--- config.mk ---
export PLATFORM = sky130hd
export DESIGN_NAME = dcache_lce
export DESIGN_NICKNAME = d
export VERILOG_FILES = /design/src/lce_msg_pkg.sv /design/src/dcache_if_pkg.sv /design/src/lce_msg_queue.sv /design/src/dcache_lce_req.sv /design/src/dcache_lce_cmd.sv /design/src/dcache_lce.sv
export VERILOG_INCLUDE_DIRS = /design/src /design/src/src
export SDC_FILE = /design/constraint.sdc
export NUM_CORES = 1
export LEC_CHECK = 0
export ABC_AREA = 0
export BUFFER_PORTS_ARGS = -buffer_cell sky130_fd_sc_hd__buf_2
export CAP_MARGIN = 20
export CELL_PAD_IN_SITES_DETAIL_PLACEMENT = 0
export CELL_PAD_IN_SITES_GLOBAL_PLACEMENT = 1
export CORE_ASPECT_RATIO = 1.5
export CORE_MARGIN = 2
export CORE_UTILIZATION = 38
export CTS_BUF_LIST = sky130_fd_sc_hd__clkbuf_4 sky130_fd_sc_hd__clkbuf_8 sky130_fd_sc_hd__clkbuf_16
export DETAILED_ROUTE_END_ITERATION = 10
export GPL_TIMING_DRIVEN = 1
export PLACE_DENSITY_LB_ADDON = 0.15
export SKIP_CTS_REPAIR_TIMING = 1
export SLEW_MARGIN = 20
export SYNTH_ARGS = -nofsm -noshare
export SYNTH_HDL_FRONTEND = slang
export SYNTH_SLANG_ARGS = --single-unit
export TNS_END_PERCENT = 10
--- constraint.sdc ---
create_clock -name clk_i -period 6.15 [get_ports clk_i]
set_input_delay 0.9225 -clock clk_i [delete_from_list [all_inputs] [get_ports clk_i]]
set_output_delay 0.9225 -clock clk_i [all_outputs]
set_load 0.05 [all_outputs]
--- src/lce_consts.svh ---
`ifndef LCE_CONSTS_SVH
`define LCE_CONSTS_SVH

// physical address and data word
`define LCE_PADDR_WIDTH 22
`define LCE_DATA_WIDTH 64

// one word per way in a block
`define LCE_WAYS 8
`define LCE_WAY_ID_WIDTH 3

// byte offset plus word offset
`define LCE_BLOCK_OFFSET_WIDTH 6

// coherence directories and local engines
`define LCE_NUM_CCE 4
`define LCE_CCE_ID_WIDTH 2
`define LCE_LCE_ID_WIDTH 2

`endif

--- src/lce_msg_pkg.sv ---
`include "lce_consts.svh"

package lce_msg_pkg;

  typedef enum logic {
    e_lce_req_rd = 1'b0,
    e_lce_req_wr = 1'b1
  } lce_req_type_e;

  typedef enum logic {
    e_lce_req_cacheable     = 1'b0,
    e_lce_req_non_cacheable = 1'b1
  } lce_cacheable_e;

  // uncached access size, byte up to double word
  typedef enum logic [1:0] {
    e_nc_size_1 = 2'd0,
    e_nc_size_2 = 2'd1,
    e_nc_size_4 = 2'd2,
    e_nc_size_8 = 2'd3
  } lce_nc_size_e;

  typedef struct packed {
    logic [`LCE_CCE_ID_WIDTH-1:0] dst_id;
    logic [`LCE_LCE_ID_WIDTH-1:0] src_id;
    lce_req_type_e                msg_type;
    lce_cacheable_e               non_cacheable;
    lce_nc_size_e                 nc_size;
    logic [`LCE_WAY_ID_WIDTH-1:0] lru_way_id;
    logic                         lru_dirty;
    logic [`LCE_PADDR_WIDTH-1:0]  addr;
    logic [`LCE_DATA_WIDTH-1:0]   data;
  } lce_req_s;

  typedef enum logic {
    e_lce_resp_tr_ack  = 1'b0,
    e_lce_resp_coh_ack = 1'b1
  } lce_resp_type_e;

  typedef struct packed {
    logic [`LCE_CCE_ID_WIDTH-1:0] dst_id;
    logic [`LCE_LCE_ID_WIDTH-1:0] src_id;
    lce_resp_type_e               msg_type;
    logic [`LCE_PADDR_WIDTH-1:0]  addr;
  } lce_resp_s;

  typedef enum logic [2:0] {
    e_lce_cmd_set_tag        = 3'd0,
    e_lce_cmd_set_tag_wakeup = 3'd1,
    e_lce_cmd_data           = 3'd2,
    e_lce_cmd_transfer       = 3'd3,
    e_lce_cmd_uc_data        = 3'd4
  } lce_cmd_type_e;

  typedef struct packed {
    lce_cmd_type_e                msg_type;
    logic [`LCE_WAY_ID_WIDTH-1:0] way_id;
    logic [`LCE_PADDR_WIDTH-1:0]  addr;
    logic [`LCE_DATA_WIDTH-1:0]   data;
  } lce_cmd_s;

endpackage

--- src/dcache_if_pkg.sv ---
`include "lce_consts.svh"

package dcache_if_pkg;

  // miss report from the cache, held until cache_miss_o falls
  typedef struct packed {
    logic                         load_miss;
    logic                         store_miss;
    logic                         uncached_load;
    logic                         uncached_store;
    logic [`LCE_PADDR_WIDTH-1:0]  addr;
    logic [`LCE_WAY_ID_WIDTH-1:0] lru_way;
    logic [`LCE_WAYS-1:0]         dirty;
    logic [`LCE_DATA_WIDTH-1:0]   store_data;
    logic [1:0]                   size;
  } dcache_miss_s;

  // one block word written into the data array
  typedef struct packed {
    logic [`LCE_WAY_ID_WIDTH-1:0] way_id;
    logic [`LCE_PADDR_WIDTH-1:0]  addr;
    logic [`LCE_DATA_WIDTH-1:0]   data;
  } dcache_fill_s;

endpackage

--- src/lce_msg_queue.sv ---
`timescale 1ns/1ps

module lce_msg_queue #(
  parameter type payload_t = logic [7:0]
) (
  input  logic     clk_i,
  input  logic     reset_i,
  input  payload_t data_i,
  input  logic     v_i,
  output logic     ready_o,
  output payload_t data_o,
  output logic     v_o,
  input  logic     yumi_i
);

  payload_t   mem_r [2];
  // extra top bit tells full from empty
  logic [1:0] wr_ptr_r, rd_ptr_r;
  logic       empty, full, push, pop;

  assign empty   = (wr_ptr_r == rd_ptr_r);
  assign full    = (wr_ptr_r[1] != rd_ptr_r[1]) && (wr_ptr_r[0] == rd_ptr_r[0]);
  assign ready_o = ~full;
  assign v_o     = ~empty;
  assign push    = v_i & ready_o;
  assign pop     = yumi_i & v_o;
  assign data_o  = mem_r[rd_ptr_r[0]];

  always_ff @(posedge clk_i) begin
    if (reset_i) begin
      wr_ptr_r <= 2'b00;
      rd_ptr_r <= 2'b00;
    end else begin
      if (push) begin
        wr_ptr_r <= wr_ptr_r + 2'd1;
      end
      if (pop) begin
        rd_ptr_r <= rd_ptr_r + 2'd1;
      end
    end
  end

  always_ff @(posedge clk_i) begin
    if (push) begin
      mem_r[wr_ptr_r[0]] <= data_i;
    end
  end

  assert property (@(posedge clk_i) disable iff (reset_i) yumi_i |-> v_o);

endmodule

--- src/dcache_lce_req.sv ---
`timescale 1ns/1ps
`include "lce_consts.svh"

module dcache_lce_req
  import lce_msg_pkg::*, dcache_if_pkg::*;
(
  input  logic                         clk_i,
  input  logic                         reset_i,
  input  logic [`LCE_LCE_ID_WIDTH-1:0] lce_id_i,
  input  dcache_miss_s                 miss_i,
  output logic                         cache_miss_o,
  output logic [`LCE_PADDR_WIDTH-1:0]  miss_addr_o,
  input  logic                         set_tag_received_i,
  input  logic                         set_tag_wakeup_received_i,
  input  logic                         cce_data_received_i,
  input  logic                         tr_data_received_i,
  input  logic                         uncached_data_received_i,
  output lce_req_s                     req_o,
  output logic                         req_v_o,
  input  logic                         req_ready_i,
  output lce_resp_s                    resp_o,
  output logic                         resp_v_o,
  input  logic                         resp_ready_i
);

  typedef enum logic [2:0] {
    e_idle,
    e_send_cached_req,
    e_send_uncached_load,
    e_sleep,
    e_send_tr_ack,
    e_send_coh_ack
  } req_state_e;

  req_state_e state_r, state_n;

  // captured miss payload
  logic [`LCE_PADDR_WIDTH-1:0]  addr_r, addr_n;
  logic                         load_not_store_r, load_not_store_n;
  logic [1:0]                   size_r, size_n;
  logic [`LCE_WAY_ID_WIDTH-1:0] lru_way_r, lru_way_n;
  logic                         lru_dirty_r, lru_dirty_n;
  logic                         lru_frozen_r, lru_frozen_n;

  // strobes seen while sleeping
  logic set_tag_r, set_tag_n, set_tag_any;
  logic cce_data_r, cce_data_n, cce_data_any;
  logic tr_data_r, tr_data_n, tr_data_any;

  assign set_tag_any  = set_tag_r | set_tag_received_i;
  assign cce_data_any = cce_data_r | cce_data_received_i;
  assign tr_data_any  = tr_data_r | tr_data_received_i;
  assign miss_addr_o  = addr_r;

  always_comb begin
    state_n          = state_r;
    addr_n           = addr_r;
    load_not_store_n = load_not_store_r;
    size_n           = size_r;
    lru_way_n        = lru_way_r;
    lru_dirty_n      = lru_dirty_r;
    lru_frozen_n     = lru_frozen_r;
    set_tag_n        = set_tag_r;
    cce_data_n       = cce_data_r;
    tr_data_n        = tr_data_r;

    cache_miss_o = 1'b0;
    req_v_o      = 1'b0;
    resp_v_o     = 1'b0;

    req_o.dst_id        = addr_r[`LCE_BLOCK_OFFSET_WIDTH +: `LCE_CCE_ID_WIDTH];
    req_o.src_id        = lce_id_i;
    req_o.msg_type      = load_not_store_r ? e_lce_req_rd : e_lce_req_wr;
    req_o.non_cacheable = e_lce_req_cacheable;
    req_o.nc_size       = lce_nc_size_e'(size_r);
    // lru way follows the cache until frozen
    req_o.lru_way_id    = lru_frozen_r ? lru_way_r : miss_i.lru_way;
    req_o.lru_dirty     = lru_frozen_r ? lru_dirty_r : miss_i.dirty[miss_i.lru_way];
    req_o.addr          = addr_r;
    req_o.data          = '0;

    // ack toward the home directory of the miss
    resp_o.dst_id   = addr_r[`LCE_BLOCK_OFFSET_WIDTH +: `LCE_CCE_ID_WIDTH];
    resp_o.src_id   = lce_id_i;
    resp_o.addr     = addr_r;
    resp_o.msg_type = e_lce_resp_tr_ack;

    unique case (state_r)
      e_idle: begin
        if (miss_i.load_miss | miss_i.store_miss) begin
          addr_n           = miss_i.addr;
          load_not_store_n = miss_i.load_miss;
          size_n           = miss_i.size;
          lru_frozen_n     = 1'b0;
          set_tag_n        = 1'b0;
          cce_data_n       = 1'b0;
          tr_data_n        = 1'b0;
          cache_miss_o     = 1'b1;
          state_n          = e_send_cached_req;
        end else if (miss_i.uncached_load) begin
          addr_n       = miss_i.addr;
          size_n       = miss_i.size;
          set_tag_n    = 1'b0;
          cce_data_n   = 1'b0;
          tr_data_n    = 1'b0;
          cache_miss_o = 1'b1;
          state_n      = e_send_uncached_load;
        end else if (miss_i.uncached_store) begin
          // goes out straight from the live request
          req_v_o             = 1'b1;
          req_o.dst_id        = miss_i.addr[`LCE_BLOCK_OFFSET_WIDTH +: `LCE_CCE_ID_WIDTH];
          req_o.msg_type      = e_lce_req_wr;
          req_o.non_cacheable = e_lce_req_non_cacheable;
          req_o.nc_size       = lce_nc_size_e'(miss_i.size);
          req_o.lru_way_id    = '0;
          req_o.lru_dirty     = 1'b0;
          req_o.addr          = miss_i.addr;
          req_o.data          = miss_i.store_data;
          cache_miss_o        = ~req_ready_i;
        end
      end

      e_send_cached_req: begin
        cache_miss_o = 1'b1;
        req_v_o      = 1'b1;
        lru_frozen_n = 1'b1;
        lru_way_n    = req_o.lru_way_id;
        lru_dirty_n  = req_o.lru_dirty;
        if (req_ready_i) begin
          state_n = e_sleep;
        end
      end

      e_send_uncached_load: begin
        cache_miss_o        = 1'b1;
        req_v_o             = 1'b1;
        req_o.msg_type      = e_lce_req_rd;
        req_o.non_cacheable = e_lce_req_non_cacheable;
        req_o.lru_way_id    = '0;
        req_o.lru_dirty     = 1'b0;
        if (req_ready_i) begin
          state_n = e_sleep;
        end
      end

      e_sleep: begin
        cache_miss_o = 1'b1;
        set_tag_n    = set_tag_any;
        cce_data_n   = cce_data_any;
        tr_data_n    = tr_data_any;
        if (set_tag_wakeup_received_i | uncached_data_received_i) begin
          state_n = e_idle;
        end else if (set_tag_any & tr_data_any) begin
          state_n = e_send_tr_ack;
        end else if (set_tag_any & cce_data_any) begin
          state_n = e_send_coh_ack;
        end
      end

      e_send_tr_ack: begin
        cache_miss_o    = 1'b1;
        resp_v_o        = 1'b1;
        resp_o.msg_type = e_lce_resp_tr_ack;
        if (resp_ready_i) begin
          state_n = e_idle;
        end
      end

      e_send_coh_ack: begin
        cache_miss_o    = 1'b1;
        resp_v_o        = 1'b1;
        resp_o.msg_type = e_lce_resp_coh_ack;
        if (resp_ready_i) begin
          state_n = e_idle;
        end
      end

      default: begin
        state_n = e_idle;
      end
    endcase
  end

  always_ff @(posedge clk_i) begin
    if (reset_i) begin
      state_r      <= e_idle;
      lru_frozen_r <= 1'b0;
      set_tag_r    <= 1'b0;
      cce_data_r   <= 1'b0;
      tr_data_r    <= 1'b0;
    end else begin
      state_r      <= state_n;
      lru_frozen_r <= lru_frozen_n;
      set_tag_r    <= set_tag_n;
      cce_data_r   <= cce_data_n;
      tr_data_r    <= tr_data_n;
    end
  end

  always_ff @(posedge clk_i) begin
    addr_r           <= addr_n;
    load_not_store_r <= load_not_store_n;
    size_r           <= size_n;
    lru_way_r        <= lru_way_n;
    lru_dirty_r      <= lru_dirty_n;
  end

  // the command side only answers an outstanding miss
  assert property (@(posedge clk_i) disable iff (reset_i)
    (state_r == e_idle) |-> !(set_tag_received_i | set_tag_wakeup_received_i
      | cce_data_received_i | tr_data_received_i | uncached_data_received_i));

  assert property (@(posedge clk_i) disable iff (reset_i)
    state_r inside {e_idle, e_send_cached_req, e_send_uncached_load,
                    e_sleep, e_send_tr_ack, e_send_coh_ack});

endmodule

--- src/dcache_lce_cmd.sv ---
`timescale 1ns/1ps
`include "lce_consts.svh"

module dcache_lce_cmd
  import lce_msg_pkg::*, dcache_if_pkg::*;
(
  input  logic                         clk_i,
  input  logic                         reset_i,
  input  lce_cmd_s                     cmd_i,
  input  logic                         cmd_v_i,
  output logic                         cmd_ready_o,
  output logic                         set_tag_received_o,
  output logic                         set_tag_wakeup_received_o,
  output logic                         cce_data_received_o,
  output logic                         tr_data_received_o,
  output logic                         uncached_data_received_o,
  output dcache_fill_s                 fill_o,
  output logic                         fill_v_o,
  output logic                         tag_v_o,
  output logic [`LCE_WAY_ID_WIDTH-1:0] tag_way_o,
  output logic [`LCE_PADDR_WIDTH-1:0]  tag_addr_o
);

  lce_cmd_s cmd_r;
  logic     cmd_v_r;

  // every command is consumed in one cycle
  assign cmd_ready_o = 1'b1;

  always_ff @(posedge clk_i) begin
    if (reset_i) begin
      cmd_v_r <= 1'b0;
    end else begin
      cmd_v_r <= cmd_v_i & cmd_ready_o;
    end
  end

  always_ff @(posedge clk_i) begin
    if (cmd_v_i) begin
      cmd_r <= cmd_i;
    end
  end

  // decode of the registered command
  always_comb begin
    set_tag_received_o        = 1'b0;
    set_tag_wakeup_received_o = 1'b0;
    cce_data_received_o       = 1'b0;
    tr_data_received_o        = 1'b0;
    uncached_data_received_o  = 1'b0;
    fill_v_o                  = 1'b0;
    tag_v_o                   = 1'b0;

    if (cmd_v_r) begin
      unique case (cmd_r.msg_type)
        e_lce_cmd_set_tag: begin
          set_tag_received_o = 1'b1;
          tag_v_o            = 1'b1;
        end
        e_lce_cmd_set_tag_wakeup: begin
          set_tag_wakeup_received_o = 1'b1;
          tag_v_o                   = 1'b1;
        end
        e_lce_cmd_data: begin
          cce_data_received_o = 1'b1;
          fill_v_o            = 1'b1;
        end
        e_lce_cmd_transfer: begin
          tr_data_received_o = 1'b1;
          fill_v_o           = 1'b1;
        end
        e_lce_cmd_uc_data: begin
          uncached_data_received_o = 1'b1;
          fill_v_o                 = 1'b1;
        end
        default: begin
          fill_v_o = 1'b0;
        end
      endcase
    end
  end

  assign fill_o.way_id = cmd_r.way_id;
  assign fill_o.addr   = cmd_r.addr;
  assign fill_o.data   = cmd_r.data;
  assign tag_way_o     = cmd_r.way_id;
  assign tag_addr_o    = cmd_r.addr;

  assert property (@(posedge clk_i) disable iff (reset_i)
    cmd_v_i |-> cmd_i.msg_type inside {e_lce_cmd_set_tag, e_lce_cmd_set_tag_wakeup,
      e_lce_cmd_data, e_lce_cmd_transfer, e_lce_cmd_uc_data});

endmodule

--- src/dcache_lce.sv ---
`timescale 1ns/1ps
`include "lce_consts.svh"

module dcache_lce
  import lce_msg_pkg::*, dcache_if_pkg::*;
(
  input  logic                         clk_i,
  input  logic                         reset_i,
  input  logic [`LCE_LCE_ID_WIDTH-1:0] lce_id_i,
  input  dcache_miss_s                 miss_i,
  output logic                         cache_miss_o,
  output logic [`LCE_PADDR_WIDTH-1:0]  miss_addr_o,
  input  lce_cmd_s                     lce_cmd_i,
  input  logic                         lce_cmd_v_i,
  output logic                         lce_cmd_ready_o,
  output lce_req_s                     lce_req_o,
  output logic                         lce_req_v_o,
  input  logic                         lce_req_ready_i,
  output lce_resp_s                    lce_resp_o,
  output logic                         lce_resp_v_o,
  input  logic                         lce_resp_yumi_i,
  output dcache_fill_s                 fill_o,
  output logic                         fill_v_o,
  output logic                         tag_v_o,
  output logic [`LCE_WAY_ID_WIDTH-1:0] tag_way_o,
  output logic [`LCE_PADDR_WIDTH-1:0]  tag_addr_o
);

  lce_req_s  req;
  lce_resp_s resp;
  logic      req_v, req_ready, resp_v, resp_ready;
  logic      set_tag, set_tag_wakeup, cce_data, tr_data, uc_data;
  logic      req_pop, resp_pop;

  // the network side pops only a valid head
  assign req_pop  = lce_req_ready_i & lce_req_v_o;
  assign resp_pop = lce_resp_yumi_i & lce_resp_v_o;

  dcache_lce_req req_handler (
    .clk_i                     (clk_i),
    .reset_i                   (reset_i),
    .lce_id_i                  (lce_id_i),
    .miss_i                    (miss_i),
    .cache_miss_o              (cache_miss_o),
    .miss_addr_o               (miss_addr_o),
    .set_tag_received_i        (set_tag),
    .set_tag_wakeup_received_i (set_tag_wakeup),
    .cce_data_received_i       (cce_data),
    .tr_data_received_i        (tr_data),
    .uncached_data_received_i  (uc_data),
    .req_o                     (req),
    .req_v_o                   (req_v),
    .req_ready_i               (req_ready),
    .resp_o                    (resp),
    .resp_v_o                  (resp_v),
    .resp_ready_i              (resp_ready)
  );

  dcache_lce_cmd cmd_handler (
    .clk_i                     (clk_i),
    .reset_i                   (reset_i),
    .cmd_i                     (lce_cmd_i),
    .cmd_v_i                   (lce_cmd_v_i),
    .cmd_ready_o               (lce_cmd_ready_o),
    .set_tag_received_o        (set_tag),
    .set_tag_wakeup_received_o (set_tag_wakeup),
    .cce_data_received_o       (cce_data),
    .tr_data_received_o        (tr_data),
    .uncached_data_received_o  (uc_data),
    .fill_o                    (fill_o),
    .fill_v_o                  (fill_v_o),
    .tag_v_o                   (tag_v_o),
    .tag_way_o                 (tag_way_o),
    .tag_addr_o                (tag_addr_o)
  );

  lce_msg_queue #(.payload_t(lce_req_s)) req_queue (
    .clk_i   (clk_i),
    .reset_i (reset_i),
    .data_i  (req),
    .v_i     (req_v),
    .ready_o (req_ready),
    .data_o  (lce_req_o),
    .v_o     (lce_req_v_o),
    .yumi_i  (req_pop)
  );

  lce_msg_queue #(.payload_t(lce_resp_s)) resp_queue (
    .clk_i   (clk_i),
    .reset_i (reset_i),
    .data_i  (resp),
    .v_i     (resp_v),
    .ready_o (resp_ready),
    .data_o  (lce_resp_o),
    .v_o     (lce_resp_v_o),
    .yumi_i  (resp_pop)
  );

endmodule

==> results by stage <==
Synth:
- The synthesized netlist devotes 5.26% of its cell area to simple gates.
- Synthesis produced a netlist whose cell count is 887.
- The post-synthesis mux area share is 11.3%.
- The part of the Yosys area used for sequential elements is 73.7%.
- The share of flip-flops with an asynchronous set or reset is 0%.
- The warning count from the yosys run is 0.
- The synthesized netlist devotes 0.688% of its cell area to XOR and XNOR gates.
- The synthesized design contains 381 register bits.
- In the synthesized netlist the dominant register cell turns out to be edfxtp_1.
- The netlist uses 43 different library cells.
- After synthesis, the largest family of logic cells by area is multiplexers.
- The synthesized-area fraction occupied by adder cells is 0%.
- After synthesis, the mean cell area works out to 17.2 um^2.
- Synthesis produced a netlist with a net count of 1089.
- After synthesis the cells add up to 15300 um^2.
- The number of flops mapped to enable cells by yosys is 363.
- The compound-cell area share of the yosys netlist is 0.950%.

Drt:
- The vias per cell is 4.74.
- The final route contains 8351 vias.
- Dividing the detail-routed wire length by the instance count gives 20.3 um.
- The iteration-0 DRC count of the detailed router is 311.
- The final antenna-violating net count is 0.
- In the routed design, unresolved DRC markers number 0.
- The first-pass iteration count of the detailed router is 4.
- The total wire length is 35800 um.

Timing:
- At the pin with the least slew margin, the transition time is 0.929 ns.
- Adding up every negative setup slack in the final design gives 0 ns.
- The number of setup violations in the final report is 0.
- The number of pins with negative max-slew slack in the final report came to 0.
- Setup repair after global routing left no endpoint under its margin.
- The remaining max-slew budget at the tightest pin is 38.1%.
- Timing would allow up to 275 MHz.
- The minimum clock period after layout is 3.64 ns.
- The setup skew after layout is 0.0174 ns.
- The number of endpoints with negative hold slack in the final report is 0.
- The worst setup slack after layout is 2.51 ns.
- The post-route fraction of the period consumed by the critical path is 59.2%.
- The tightest hold path in the finished design has a slack of 0.481 ns.

Finish:
- In the final layout, the share of cells above drive strength 1 is 55.8%.
- The library cell used most frequently in the layout, excluding fill and tap cells, is buf_2.
- In the layout the commonest cells are 466 x buf_2, 363 x edfxtp_1, 148 x mux2_2.
- The area of all placed cells without fillers is 18400 um^2.
- Compared with the post-synthesis result, the final layout area differs by 20.7%.
- The count of non-filler cells in the finished layout is 1762.
- The net count of the finished layout is 1428.

GRT:
- The via count of the first global-routing pass is 8589.
- For this run the aggregate overflow at the end of global routing stands at 0.
- The first global-routing pass estimated 51900 um of wire.
- The largest net degree at the start of global routing is 69.
- The initial antenna violation count is 8.
- The total track usage is 16.6%.

Floorplan:
- The core region is 40000 um^2.
- During I/O placement, the number of pins put on the boundary was 469.
- The floorplan has 90 rows.
- The floorplan die height is 250 um.
- The die covers 41900 um^2.
- The horizontal extent of the die is 168 um.
- For this configuration, the core starts out at a cell density of 38.2%.

Clock tree:
- TritonCTS built the clock tree.
- CTS built an H-tree with a depth of 2.
- After clock tree synthesis, the clock-pin slew on the worst setup and hold paths is 0.06 ns.
- The tree is rooted in a clkbuf_16.
- The number of clock buffers inserted by TritonCTS is 38.
- Clock tree synthesis found a total of 381 sinks.
- The number of buffers on the longest clock path is 3.
- The clock insertion delay at the later pin of the skew report is 0.53 ns.

Placement:
- Summed over all nets, the half-perimeter wirelength after detailed placement is 24800 um.
- The area after detailed placement is 17100 um^2.
- The post-place setup slack is 2.48 ns.
- The count of input and output buffers is 467.
- The number of placed instances with taps included is 1692.
- At the end of routability-driven placement, the weighted congestion stood at 0.745.

Setup path:
- The worst setup path is captured at an output port.
- STA classifies the critical path startpoint as a register.
- Data arrives at the worst endpoint at 2.72 ns.
- The worst path required time is 5.23 ns.
- The startpoint identified for the worst register-to-register timing path is req_queue.wr_ptr_r[0]$_SDFFE_PP0P_.
- The critical path is of the register to output port type.
- In this run the worst path has a maximum fanout of 66.

Worst hold path:
- The start point of the worst min-delay path is req_handler.set_tag_r$_SDFFE_PP0P_.
- The min-delay analysis places its worst path in the category register to register.

Power and ir drop:
- The leakage component of the power is 7.41 nW.
- The total power density per cell area is 559 nW/um^2.
- The maximum vdd drop is 0.427 mV.

Run:
- Across the run, the number of max-cap violations was 0.

Outcome:
- The run finished with clean final reports.
## registers in the layout, indices dropped and copies added, names as in the netlist, 22 cells and up, named ones only
name and count:
cmd_handler.fill_o 64, cmd_handler.tag_addr_o 22, req_handler.miss_addr_o 22, resp_queue.mem_r 50
req_queue.mem_r 192
## cell usage after synthesis (3+ instances only)
| cell type | number | area (um^2) |
|---|---|---|
| a22oi_1 | 4 | 30.0 |
| nor3_1 | 5 | 25.0 |
| xnor2_1 | 5 | 43.8 |
| nor2_1 | 26 | 97.6 |
| clkbuf_1 | 24 | 90.1 |
| nand2b_1 | 4 | 25.0 |
| a21oi_1 | 5 | 25.0 |
| nand2_1 | 10 | 37.5 |
| buf_2 | 8 | 40.0 |
| buf_1 | 4 | 15.0 |
| xor2_1 | 7 | 61.3 |
| dfxtp_1 | 18 | 360 |
| inv_1 | 6 | 22.5 |
| buf_4 | 141 | 1060 |
| nor2b_1 | 7 | 43.8 |
| edfxtp_1 | 363 | 10900 |
| mux2_2 | 148 | 1670 |
| o21ai_0 | 3 | 15.0 |
| and3_1 | 65 | 407 |
| nor3b_1 | 3 | 22.5 |
## power breakdown
part	total [mW]	internal, mW	switching (mW)	leakage, nW
Clock	2.41	1.45	0.957	0.643
Sequential	3.92	3.68	0.241	3.61
Combinational	3.98	0.944	3.03	3.15
Total	10.3	6.08	4.23	7.41
## critical path: stages, from the launching register on
cell and delay (ns):
dfxtp_4 0.66, buf_4 0.83, mux2_2 0.44, buf_2 0.22
## path summary, 6_finish.rpt
kind                                                            to  slack (ns)  depth (start not counted)
worst min register to register  req_handler.set_tag_r$_SDFFE_PP0P_        0.48                          2
worst min-delay path            req_handler.set_tag_r$_SDFFE_PP0P_        0.48                          2
worst max register to register    req_queue.mem_r[0][64]$_DFFE_PP_        3.66                          5
worst max-delay path                                 lce_req_o[44]        2.51                          3
## cell type report
class	instances	area [um^2]
multi-input combinational	323	2820
fill	3588	21500
antenna	3	7.51
tap	506	633
sequential	381	11300
timing repair buffer	476	2410
clock inverter	27	307
inverter	6	22.5
clock buffer	40	983
## logic make-up (layout without fill, tap and decap cells)
group / count (synthesis) / after routing
DFF: 381 / 381
and+or+nand+nor: 137 / 137
muxes: 152 / 152
AOI/OAI and AO/OA: 21 / 21
buffers and inverters: 183 / 549
xor gates and xnor gates: 12 / 12
other: 1 / 4
## per-stage QoR
stage                     power [mW]  util (%)
after floorplan                 7.13         -
after global placement          8.02      42.9
after detailed placement        8.04      42.9
after CTS                       10.5      46.1
after global routing            10.8      46.1
final                           10.3      46.1
## routing by layer
layer / share of wire [%] / vias up / GRT usage [%]
met3: 10 / 60 / 7.15
met5: 0.19 / - / 0
met1: 35 / 4049 / 16.8
li1: - / 3864 / -
met4: 2.8 / 10 / 5.39
met2: 52 / 368 / 30.5
(Power assumes the default switching activity.)
